--- src/cpu_pkg.sv ---
`default_nettype none

package cpu_pkg;

    //////////////////////////////////////////////////
    // Sizes
    //////////////////////////////////////////////////
    localparam int DATA_W    = 32;
    localparam int REG_N     = 16;
    localparam int REG_AW    = 4;
    localparam int MEM_WORDS = 16;
    localparam int MEM_AW    = 4;
    localparam int IMM_W     = 16;

    //////////////////////////////////////////////////
    // Encodings
    //////////////////////////////////////////////////
    // Opcode sits in instruction bits 31..28
    typedef enum logic [3:0] {
        OP_NOP  = 4'd0,
        OP_ADD  = 4'd1,
        OP_SUB  = 4'd2,
        OP_AND  = 4'd3,
        OP_OR   = 4'd4,
        OP_SLT  = 4'd5,
        OP_ADDI = 4'd6,
        OP_LW   = 4'd7,
        OP_SW   = 4'd8,
        OP_BEQ  = 4'd9
    } opcode_e;

    typedef enum logic [2:0] {
        ALU_ADD = 3'd0,
        ALU_SUB = 3'd1,
        ALU_AND = 3'd2,
        ALU_OR  = 3'd3,
        ALU_SLT = 3'd4
    } alu_op_e;

    typedef enum logic [1:0] {
        RET_REG    = 2'd0,
        RET_STORE  = 2'd1,
        RET_BRANCH = 2'd2
    } ret_kind_e;

    //////////////////////////////////////////////////
    // Stage records
    //////////////////////////////////////////////////
    // All zero means bubble
    typedef struct packed {
        logic    alu_src;
        logic    reg_write;
        logic    mem_read;
        logic    mem_write;
        logic    branch;
        alu_op_e alu_op;
    } ctrl_t;

    typedef struct packed {
        ctrl_t               ctrl;
        logic [REG_AW-1:0]   rd;
        logic [REG_AW-1:0]   rs;
        logic [REG_AW-1:0]   rt;
        logic [DATA_W-1:0]   rs_val;
        logic [DATA_W-1:0]   rt_val;
        logic [DATA_W-1:0]   imm;
    } dec_ex_t;

    typedef struct packed {
        ctrl_t               ctrl;
        logic [REG_AW-1:0]   rd;
        logic [DATA_W-1:0]   alu_val;
        logic [DATA_W-1:0]   store_val;
    } ex_res_t;

    typedef struct packed {
        ret_kind_e           kind;
        logic [REG_AW-1:0]   index;
        logic [DATA_W-1:0]   value;
    } retire_t;

endpackage

`default_nettype wire
--- src/cpu_pipe_top.sv ---
`default_nettype none

module cpu_pipe_top (
    input  wire logic                       clk,
    input  wire logic                       rst_n,
    input  wire logic                       instr_req,
    output logic                            instr_ack,
    input  wire logic [cpu_pkg::DATA_W-1:0] instr,
    output logic                            retire_req,
    input  wire logic                       retire_ack,
    output cpu_pkg::retire_t                retire
);

    logic [cpu_pkg::REG_AW-1:0] rs_addr;
    logic [cpu_pkg::REG_AW-1:0] rt_addr;
    logic [cpu_pkg::DATA_W-1:0] rs_data;
    logic [cpu_pkg::DATA_W-1:0] rt_data;
    logic                       wr_en;
    logic [cpu_pkg::REG_AW-1:0] wr_addr;
    logic [cpu_pkg::DATA_W-1:0] wr_data;
    cpu_pkg::dec_ex_t           dec;
    logic                       dec_valid;
    cpu_pkg::dec_ex_t           gated;
    logic                       gated_valid;
    logic                       haz_stall;
    logic                       hold;
    logic                       dec_stall;
    cpu_pkg::ex_res_t           ex;
    logic                       ex_valid;
    logic                       branch_taken;

    // Decode freezes on either source
    assign dec_stall = haz_stall || hold;

    reg_file u_reg_file (
        .clk     (clk),
        .rst_n   (rst_n),
        .rs_addr (rs_addr),
        .rt_addr (rt_addr),
        .rs_data (rs_data),
        .rt_data (rt_data),
        .wr_en   (wr_en),
        .wr_addr (wr_addr),
        .wr_data (wr_data)
    );

    instr_decode u_instr_decode (
        .clk       (clk),
        .rst_n     (rst_n),
        .instr_req (instr_req),
        .instr_ack (instr_ack),
        .instr     (instr),
        .stall     (dec_stall),
        .rs_data   (rs_data),
        .rt_data   (rt_data),
        .rs_addr   (rs_addr),
        .rt_addr   (rt_addr),
        .dec       (dec),
        .dec_valid (dec_valid)
    );

    hazard_bubble u_hazard_bubble (
        .dec          (dec),
        .dec_valid    (dec_valid),
        .ex_ctrl      (ex.ctrl),
        .ex_rd        (ex.rd),
        .ex_valid     (ex_valid),
        .branch_taken (branch_taken),
        .gated        (gated),
        .gated_valid  (gated_valid),
        .stall        (haz_stall)
    );

    alu_execute u_alu_execute (
        .clk          (clk),
        .rst_n        (rst_n),
        .hold         (hold),
        .gated        (gated),
        .gated_valid  (gated_valid),
        .dec_valid    (dec_valid),
        .fwd_en       (wr_en),
        .fwd_rd       (wr_addr),
        .fwd_val      (wr_data),
        .ex           (ex),
        .ex_valid     (ex_valid),
        .branch_taken (branch_taken)
    );

    mem_result u_mem_result (
        .clk        (clk),
        .rst_n      (rst_n),
        .ex         (ex),
        .ex_valid   (ex_valid),
        .wr_en      (wr_en),
        .wr_addr    (wr_addr),
        .wr_data    (wr_data),
        .hold       (hold),
        .retire_req (retire_req),
        .retire_ack (retire_ack),
        .retire     (retire)
    );

endmodule

`default_nettype wire

--- src/mem_result.sv ---
`default_nettype none

module mem_result (
    input  wire logic                       clk,
    input  wire logic                       rst_n,
    input  wire cpu_pkg::ex_res_t           ex,
    input  wire logic                       ex_valid,
    output logic                            wr_en,
    output logic      [cpu_pkg::REG_AW-1:0] wr_addr,
    output logic      [cpu_pkg::DATA_W-1:0] wr_data,
    output logic                            hold,
    output logic                            retire_req,
    input  wire logic                       retire_ack,
    output cpu_pkg::retire_t                retire
);

    logic [cpu_pkg::DATA_W-1:0] dmem [cpu_pkg::MEM_WORDS];
    logic [cpu_pkg::MEM_AW-1:0] word_idx;
    logic                       capture;
    logic                       retires;
    cpu_pkg::retire_t           rec_next;

    //////////////////////////////////////////////////
    // Data memory and writeback
    //////////////////////////////////////////////////
    assign word_idx = ex.alu_val[5:2];
    assign capture  = ex_valid && !hold;

    always_ff @(posedge clk) begin
        if (capture && ex.ctrl.mem_write) begin
            dmem[word_idx] <= ex.store_val;
        end
    end

    assign wr_en   = capture && ex.ctrl.reg_write;
    assign wr_addr = ex.rd;
    assign wr_data = ex.ctrl.mem_read ? dmem[word_idx] : ex.alu_val;

    //////////////////////////////////////////////////
    // Retire record
    //////////////////////////////////////////////////
    assign retires = ex.ctrl.reg_write || ex.ctrl.mem_write || ex.ctrl.branch;

    always_comb begin
        rec_next = '0;
        if (ex.ctrl.mem_write) begin
            rec_next.kind  = cpu_pkg::RET_STORE;
            rec_next.index = word_idx;
            rec_next.value = ex.store_val;
        end else if (ex.ctrl.branch) begin
            rec_next.kind  = cpu_pkg::RET_BRANCH;
            rec_next.value = ex.alu_val;
        end else begin
            rec_next.kind  = cpu_pkg::RET_REG;
            rec_next.index = ex.rd;
            rec_next.value = wr_data;
        end
    end

    always_ff @(posedge clk) begin
        if (!rst_n) begin
            retire_req <= 1'b0;
        end else if (capture && retires) begin
            retire_req <= 1'b1;
        end else if (retire_ack) begin
            retire_req <= 1'b0;
        end
    end

    always_ff @(posedge clk) begin
        if (capture && retires) begin
            retire <= rec_next;
        end
    end

    // Open until the receiver drops ack
    assign hold = retire_req || retire_ack;

    retire_stable: assert property (@(posedge clk) disable iff (!rst_n)
        (retire_req && !retire_ack) |=> $stable(retire))
        else $error("retire record moved during handshake");

endmodule

`default_nettype wire

--- src/alu_execute.sv ---
`default_nettype none

module alu_execute (
    input  wire logic                       clk,
    input  wire logic                       rst_n,
    input  wire logic                       hold,
    input  wire cpu_pkg::dec_ex_t           gated,
    input  wire logic                       gated_valid,
    input  wire logic                       dec_valid,
    input  wire logic                       fwd_en,
    input  wire logic [cpu_pkg::REG_AW-1:0] fwd_rd,
    input  wire logic [cpu_pkg::DATA_W-1:0] fwd_val,
    output cpu_pkg::ex_res_t                ex,
    output logic                            ex_valid,
    output logic                            branch_taken
);

    logic [cpu_pkg::DATA_W-1:0] op_a;
    logic [cpu_pkg::DATA_W-1:0] op_b;
    logic [cpu_pkg::DATA_W-1:0] rt_fwd;
    logic [cpu_pkg::DATA_W-1:0] alu_out;
    logic                       own_ok;
    logic                       squash_pend;
    cpu_pkg::ex_res_t           ex_next;

    //////////////////////////////////////////////////
    // Forwarding
    //////////////////////////////////////////////////
    // Load data is not ready here and the hazard unit stalls that case
    assign own_ok = ex_valid && ex.ctrl.reg_write && !ex.ctrl.mem_read && (ex.rd != '0);

    always_comb begin
        if (own_ok && (ex.rd == gated.rs)) begin
            op_a = ex.alu_val;
        end else if (fwd_en && (fwd_rd != '0) && (fwd_rd == gated.rs)) begin
            op_a = fwd_val;
        end else begin
            op_a = gated.rs_val;
        end
        if (own_ok && (ex.rd == gated.rt)) begin
            rt_fwd = ex.alu_val;
        end else if (fwd_en && (fwd_rd != '0) && (fwd_rd == gated.rt)) begin
            rt_fwd = fwd_val;
        end else begin
            rt_fwd = gated.rt_val;
        end
    end

    assign op_b = gated.ctrl.alu_src ? gated.imm : rt_fwd;

    //////////////////////////////////////////////////
    // ALU
    //////////////////////////////////////////////////
    always_comb begin
        case (gated.ctrl.alu_op)
            cpu_pkg::ALU_SUB: alu_out = op_a - op_b;
            cpu_pkg::ALU_AND: alu_out = op_a & op_b;
            cpu_pkg::ALU_OR:  alu_out = op_a | op_b;
            cpu_pkg::ALU_SLT: alu_out = {31'd0, $signed(op_a) < $signed(op_b)};
            default:          alu_out = op_a + op_b;
        endcase
    end

    always_comb begin
        ex_next           = '0;
        ex_next.ctrl      = gated_valid ? gated.ctrl : '0;
        ex_next.rd        = gated.rd;
        ex_next.store_val = rt_fwd;
        // Branch result travels as 1 or 0
        ex_next.alu_val   = gated.ctrl.branch ? {31'd0, op_a == rt_fwd} : alu_out;
    end

    always_ff @(posedge clk) begin
        if (!rst_n) begin
            ex.ctrl     <= '0;
            ex_valid    <= 1'b0;
            squash_pend <= 1'b0;
        end else if (!hold) begin
            ex.ctrl  <= ex_next.ctrl;
            ex_valid <= gated_valid;
            if (gated_valid && gated.ctrl.branch && ex_next.alu_val[0]) begin
                squash_pend <= 1'b1;
            end else if (dec_valid) begin
                // The word in decode was dropped this cycle
                squash_pend <= 1'b0;
            end
        end
    end

    always_ff @(posedge clk) begin
        if (!hold) begin
            ex.rd        <= ex_next.rd;
            ex.alu_val   <= ex_next.alu_val;
            ex.store_val <= ex_next.store_val;
        end
    end

    // Stays up until one following word has been squashed
    assign branch_taken = squash_pend;

    // Word behind a taken branch never enters the register
    squash_once: assert property (@(posedge clk) disable iff (!rst_n)
        (branch_taken && !hold) |=> !ex_valid)
        else $error("word entered execute behind a taken branch");

endmodule

`default_nettype wire

--- src/hazard_bubble.sv ---
`default_nettype none

module hazard_bubble (
    input  wire cpu_pkg::dec_ex_t           dec,
    input  wire logic                       dec_valid,
    input  wire cpu_pkg::ctrl_t             ex_ctrl,
    input  wire logic [cpu_pkg::REG_AW-1:0] ex_rd,
    input  wire logic                       ex_valid,
    input  wire logic                       branch_taken,
    output cpu_pkg::dec_ex_t                gated,
    output logic                            gated_valid,
    output logic                            stall
);

    logic rs_hit;
    logic rt_hit;

    // Load in execute feeding the word in decode
    assign rs_hit = (dec.rs != '0) && (dec.rs == ex_rd);
    assign rt_hit = (dec.rt != '0) && (dec.rt == ex_rd);

    assign stall = dec_valid && ex_valid && ex_ctrl.mem_read && (rs_hit || rt_hit);

    always_comb begin
        gated = dec;
        if (stall || branch_taken) begin
            gated.ctrl = '0;
        end
    end

    // A taken branch kills the word; a stall keeps it in decode
    assign gated_valid = dec_valid && !stall && !branch_taken;

    // Bubble that reached the execute register
    always_comb begin
        if (!ex_valid) begin
            bubble_quiet: assert #0 (!ex_ctrl.reg_write && !ex_ctrl.mem_write)
                else $error("bubble carries a write");
        end
    end

endmodule

`default_nettype wire

--- src/instr_decode.sv ---
`default_nettype none

module instr_decode (
    input  wire logic                       clk,
    input  wire logic                       rst_n,
    input  wire logic                       instr_req,
    output logic                            instr_ack,
    input  wire logic [cpu_pkg::DATA_W-1:0] instr,
    input  wire logic                       stall,
    input  wire logic [cpu_pkg::DATA_W-1:0] rs_data,
    input  wire logic [cpu_pkg::DATA_W-1:0] rt_data,
    output logic      [cpu_pkg::REG_AW-1:0] rs_addr,
    output logic      [cpu_pkg::REG_AW-1:0] rt_addr,
    output cpu_pkg::dec_ex_t                dec,
    output logic                            dec_valid
);

    logic [cpu_pkg::DATA_W-1:0] word;
    logic                       accept;
    cpu_pkg::opcode_e           opcode;
    cpu_pkg::ctrl_t             ctrl;

    //////////////////////////////////////////////////
    // Four-phase receive
    //////////////////////////////////////////////////
    // New word only once the previous ack has fallen
    assign accept = instr_req && !instr_ack && !stall;

    always_ff @(posedge clk) begin
        if (!rst_n) begin
            instr_ack <= 1'b0;
            dec_valid <= 1'b0;
        end else begin
            if (accept) begin
                instr_ack <= 1'b1;
            end else if (!instr_req) begin
                instr_ack <= 1'b0;
            end
            if (!stall) begin
                dec_valid <= accept;
            end
        end
    end

    always_ff @(posedge clk) begin
        if (accept) begin
            word <= instr;
        end
    end

    //////////////////////////////////////////////////
    // Decode
    //////////////////////////////////////////////////
    assign opcode = cpu_pkg::opcode_e'(word[31:28]);

    always_comb begin
        ctrl = '0;
        case (opcode)
            cpu_pkg::OP_ADD:  ctrl.reg_write = 1'b1;
            cpu_pkg::OP_SUB: begin
                ctrl.reg_write = 1'b1;
                ctrl.alu_op    = cpu_pkg::ALU_SUB;
            end
            cpu_pkg::OP_AND: begin
                ctrl.reg_write = 1'b1;
                ctrl.alu_op    = cpu_pkg::ALU_AND;
            end
            cpu_pkg::OP_OR: begin
                ctrl.reg_write = 1'b1;
                ctrl.alu_op    = cpu_pkg::ALU_OR;
            end
            cpu_pkg::OP_SLT: begin
                ctrl.reg_write = 1'b1;
                ctrl.alu_op    = cpu_pkg::ALU_SLT;
            end
            cpu_pkg::OP_ADDI: begin
                ctrl.reg_write = 1'b1;
                ctrl.alu_src   = 1'b1;
            end
            cpu_pkg::OP_LW: begin
                ctrl.reg_write = 1'b1;
                ctrl.alu_src   = 1'b1;
                ctrl.mem_read  = 1'b1;
            end
            cpu_pkg::OP_SW: begin
                ctrl.alu_src   = 1'b1;
                ctrl.mem_write = 1'b1;
            end
            // Compare happens in execute on rs and rt
            cpu_pkg::OP_BEQ:  ctrl.branch = 1'b1;
            default:          ctrl = '0;
        endcase
    end

    assign rs_addr = word[23:20];
    assign rt_addr = word[19:16];

    always_comb begin
        dec        = '0;
        dec.ctrl   = ctrl;
        dec.rd     = word[27:24];
        dec.rs     = rs_addr;
        dec.rt     = rt_addr;
        dec.rs_val = rs_data;
        dec.rt_val = rt_data;
        dec.imm    = {{(cpu_pkg::DATA_W - cpu_pkg::IMM_W){word[15]}}, word[15:0]};
    end

endmodule

`default_nettype wire

--- src/reg_file.sv ---
`default_nettype none

module reg_file (
    input  wire logic                       clk,
    input  wire logic                       rst_n,
    input  wire logic [cpu_pkg::REG_AW-1:0] rs_addr,
    input  wire logic [cpu_pkg::REG_AW-1:0] rt_addr,
    output logic      [cpu_pkg::DATA_W-1:0] rs_data,
    output logic      [cpu_pkg::DATA_W-1:0] rt_data,
    input  wire logic                       wr_en,
    input  wire logic [cpu_pkg::REG_AW-1:0] wr_addr,
    input  wire logic [cpu_pkg::DATA_W-1:0] wr_data
);

    logic [cpu_pkg::DATA_W-1:0] regs [cpu_pkg::REG_N];
    logic                       wr_live;

    // r0 never takes a write
    assign wr_live = wr_en && (wr_addr != '0);

    always_ff @(posedge clk) begin
        if (!rst_n) begin
            for (int i = 0; i < cpu_pkg::REG_N; i++) begin
                regs[i] <= '0;
            end
        end else if (wr_live) begin
            regs[wr_addr] <= wr_data;
        end
    end

    // Same-cycle write shows on the read ports
    assign rs_data = (wr_live && (wr_addr == rs_addr)) ? wr_data : regs[rs_addr];
    assign rt_data = (wr_live && (wr_addr == rt_addr)) ? wr_data : regs[rt_addr];

endmodule

`default_nettype wire

--- config.mk ---
export PLATFORM = sky130hd
export DESIGN_NAME = cpu_pipe_top
export DESIGN_NICKNAME = d
export VERILOG_FILES = /design/src/cpu_pkg.sv /design/src/cpu_pipe_top.sv /design/src/mem_result.sv /design/src/alu_execute.sv /design/src/hazard_bubble.sv /design/src/instr_decode.sv /design/src/reg_file.sv
export SDC_FILE = /design/constraint.sdc
export NUM_CORES = 2
export LEC_CHECK = 0
export BUFFER_PORTS_ARGS = -buffer_cell sky130_fd_sc_hd__buf_4
export CAP_MARGIN = 30
export CORE_MARGIN = 2
export CORE_UTILIZATION = 25
export DETAILED_ROUTE_END_ITERATION = 6
export PLACE_DENSITY = 0.37
export SYNTH_ARGS = -nofsm -noshare
export SYNTH_HDL_FRONTEND = slang
export SYNTH_HIERARCHICAL = 1
export SYNTH_SLANG_ARGS = --single-unit
--- constraint.sdc ---
create_clock -name clk -period 9.95 [get_ports clk]
set_clock_uncertainty 0.2 [all_clocks]
set_input_delay 1.4925 -clock clk [delete_from_list [all_inputs] [get_ports clk]]
set_output_delay 1.4925 -clock clk [all_outputs]
set_load 0.02 [all_outputs]
==> impl_metrics.ini <==
[detailed_routing]
routed_wl_mm = 242
route.detailed.wl_per_inst_um = 30.3
firstDrtPassIters = 6
drt_iter0_markers = 3697
vias_per_cell = 5.02
ant_nets = 0
num_vias = 39985
drc_errors = 0

[layout]
stdcell_count = 7973
final_common_cell = edfxtp_1
final_nets = 4655
drive_gt1_frac = 0.214
area_delta_synth_final_pct = 13.5
final_cell_mix = edfxtp_1 (1162), and2_1 (494), mux4_2 (290), buf_4 (243), mux2i_1 (201)

[worst_hold_path]
min_path_cells = 0
worst_hold_path_type = register to register

[global_routing]
grt_max_degree = 89
antenna_found_initial = 14
grt_usage = 0.187
grt-ovfl-total = 0
grt_pass1_wl_mm = 336
grt_pass1_vias = 40804

[worst_setup_path]
r2r_cells = 21
reg2reg_slack_ns = 2.47
path_cells = buf_12, buf_4, mux4_2, a2bb2oi_1, and3_1, o32a_1, buf_4, mux2_2, o21ai_0, a31o_2, o21ai_0, ha_1, nor2b_1, o31a_1, o31ai_1, a211oi_1, o211ai_1, o311ai_1, a31oi_1, or3_1, a31oi_1
crit_path_end = u_alu_execute/ex[60]
setup.worst_path.start_class = register
crit_type = register to register
critPathMaxStageDelay_ns = 0.80
timing.rr.end = u_alu_execute/ex[60]
cp_data_arrival_time_ns = 7.95
reg2reg_from = u_alu_execute/ex[34]
worst_path_max_delay_cell = o311ai_1
cp-end-kind = register
required_ns = 10.42
crit_start = u_alu_execute/ex[34]
crit_path_max_fanout = 88

[sta]
slew_headroom = 0.317
post-route-period-util = 0.751
min_period_ns = 7.48
rsz0062_at_grt = false
finalMaxSlewViolations = 0
worstMarginPinSlew_ns = 1.01
fin_setup_tns_ns = 0
fmax_mhz = 134
setup_violations = 0
hold_viol_final = 0

[die]
die_h_um = 505
die-area_um2 = 255000
die_w_um = 505
core_um2 = 249000
start_util = 0.252
io_pins = 76
rows = 183

[place]
gp_congestion = 0.896
port_buffers = 75
dp_cells = 7703
hpwlAfterDp_mm = 153

[clocking]
cts_setup_buffers = 0
cts_root_buf = clkbuf_16
clockBufferDepth = 3
cts_sinks = 1171
clkTransAtPathRegs_ns = 0.06
cts_tree = built
hold_buffers = 0
htree_levels = 4
cts_buffers = 145
cts_resized = 0
insertion_delay_ns = 0.83

[power]
p_leak_uw = 0.0246
power_density_nw_per_um2 = 183
ir_drop_mv = 0.179

[logic_synthesis]
synth_area_um2 = 62700
syn_inst = 4665
syn_avg_cell_area_um2 = 13.4
ys_warn_count = 6

[run]
drv_cap = 0

[outcome]
status = completed
## where the power goes
| group | internal [uW] | switching, uW | total [uW] |
|---|---|---|---|
| Combinational | 700 | 1340 | 2040 |
| Sequential | 5590 | 173 | 5760 |
| Clock | 3070 | 2190 | 5260 |
| Total | 9360 | 3700 | 13100 |
## sequential cells by signal, indices dropped and copies added, names as in the netlist
name	flops
u_alu_execute/branch_taken	1
u_alu_execute/ex	72
u_alu_execute/ex_valid	1
u_instr_decode/dec_valid	1
u_instr_decode/instr_ack	1
u_instr_decode/word	32
u_mem_result/dmem	512
u_mem_result/retire	38
u_mem_result/retire_req	1
u_reg_file/regs	512
## area by class of cell
type | instances | area [um^2]
clock inverters | 77 | 782
clock buffers | 181 | 3870
multi-input cells | 2815 | 24700
fillers | 25309 | 178000
well taps | 3330 | 4170
inverters | 128 | 482
flip-flops and latches | 1171 | 35100
diodes | 12 | 30.0
repair buffers | 259 | 2130
## critical path, delay by kind of cell (launching register included)
family | cells | cell delay (ns)
adder cells (fa/ha/maj) | 1 | 0.46
buffers and inverters | 3 | 1.38
AO/OA/AOI/OAI | 12 | 3.18
AND/OR/NAND/NOR | 3 | 0.76
multiplexers | 2 | 0.88
flip-flops | 1 | 0.38
## stage by stage
| step | hold slack, ns | util | setup slack [ns] | total power, uW | cell area [um^2] |
|---|---|---|---|---|---|
| after floorplan | 0.229 | - | 3.39 | 7070 | 62800 |
| after global placement | 0.204 | 0.267 | 1.98 | 7910 | 66400 |
| after detailed placement | 0.208 | 0.267 | 1.97 | 7910 | 66500 |
| after CTS | 0.220 | 0.286 | 2.52 | 13200 | 71200 |
| after global routing | 0.224 | 0.286 | 2.15 | 13500 | 71200 |
| final | 0.216 | 0.286 | 2.47 | 13100 | 71200 |
## per-layer routing
metal / GRT usage / routed length, um / share of wire
met1: 0.266 / 114000 / 0.47
met4: 0.0529 / 6800 / 0.028
met3: 0.0265 / 11000 / 0.046
met5: 0 / 0 / 0
met2: 0.293 / 110000 / 0.46
## worst min-delay path by stage
stage	startpoint	endpoint	slack, ns
global placement	u_instr_decode/word[26]	u_alu_execute/ex[66]	0.20
CTS	u_instr_decode/word[26]	u_alu_execute/ex[66]	0.22
detailed placement	u_instr_decode/word[26]	u_alu_execute/ex[66]	0.21
floorplan	u_alu_execute/ex[72]	u_mem_result/retire[36]	0.23
global route	u_instr_decode/word[26]	u_alu_execute/ex[66]	0.22
finish	u_instr_decode/word[26]	u_alu_execute/ex[66]	0.22
Note: power is estimated with default switching activity, not from simulation.
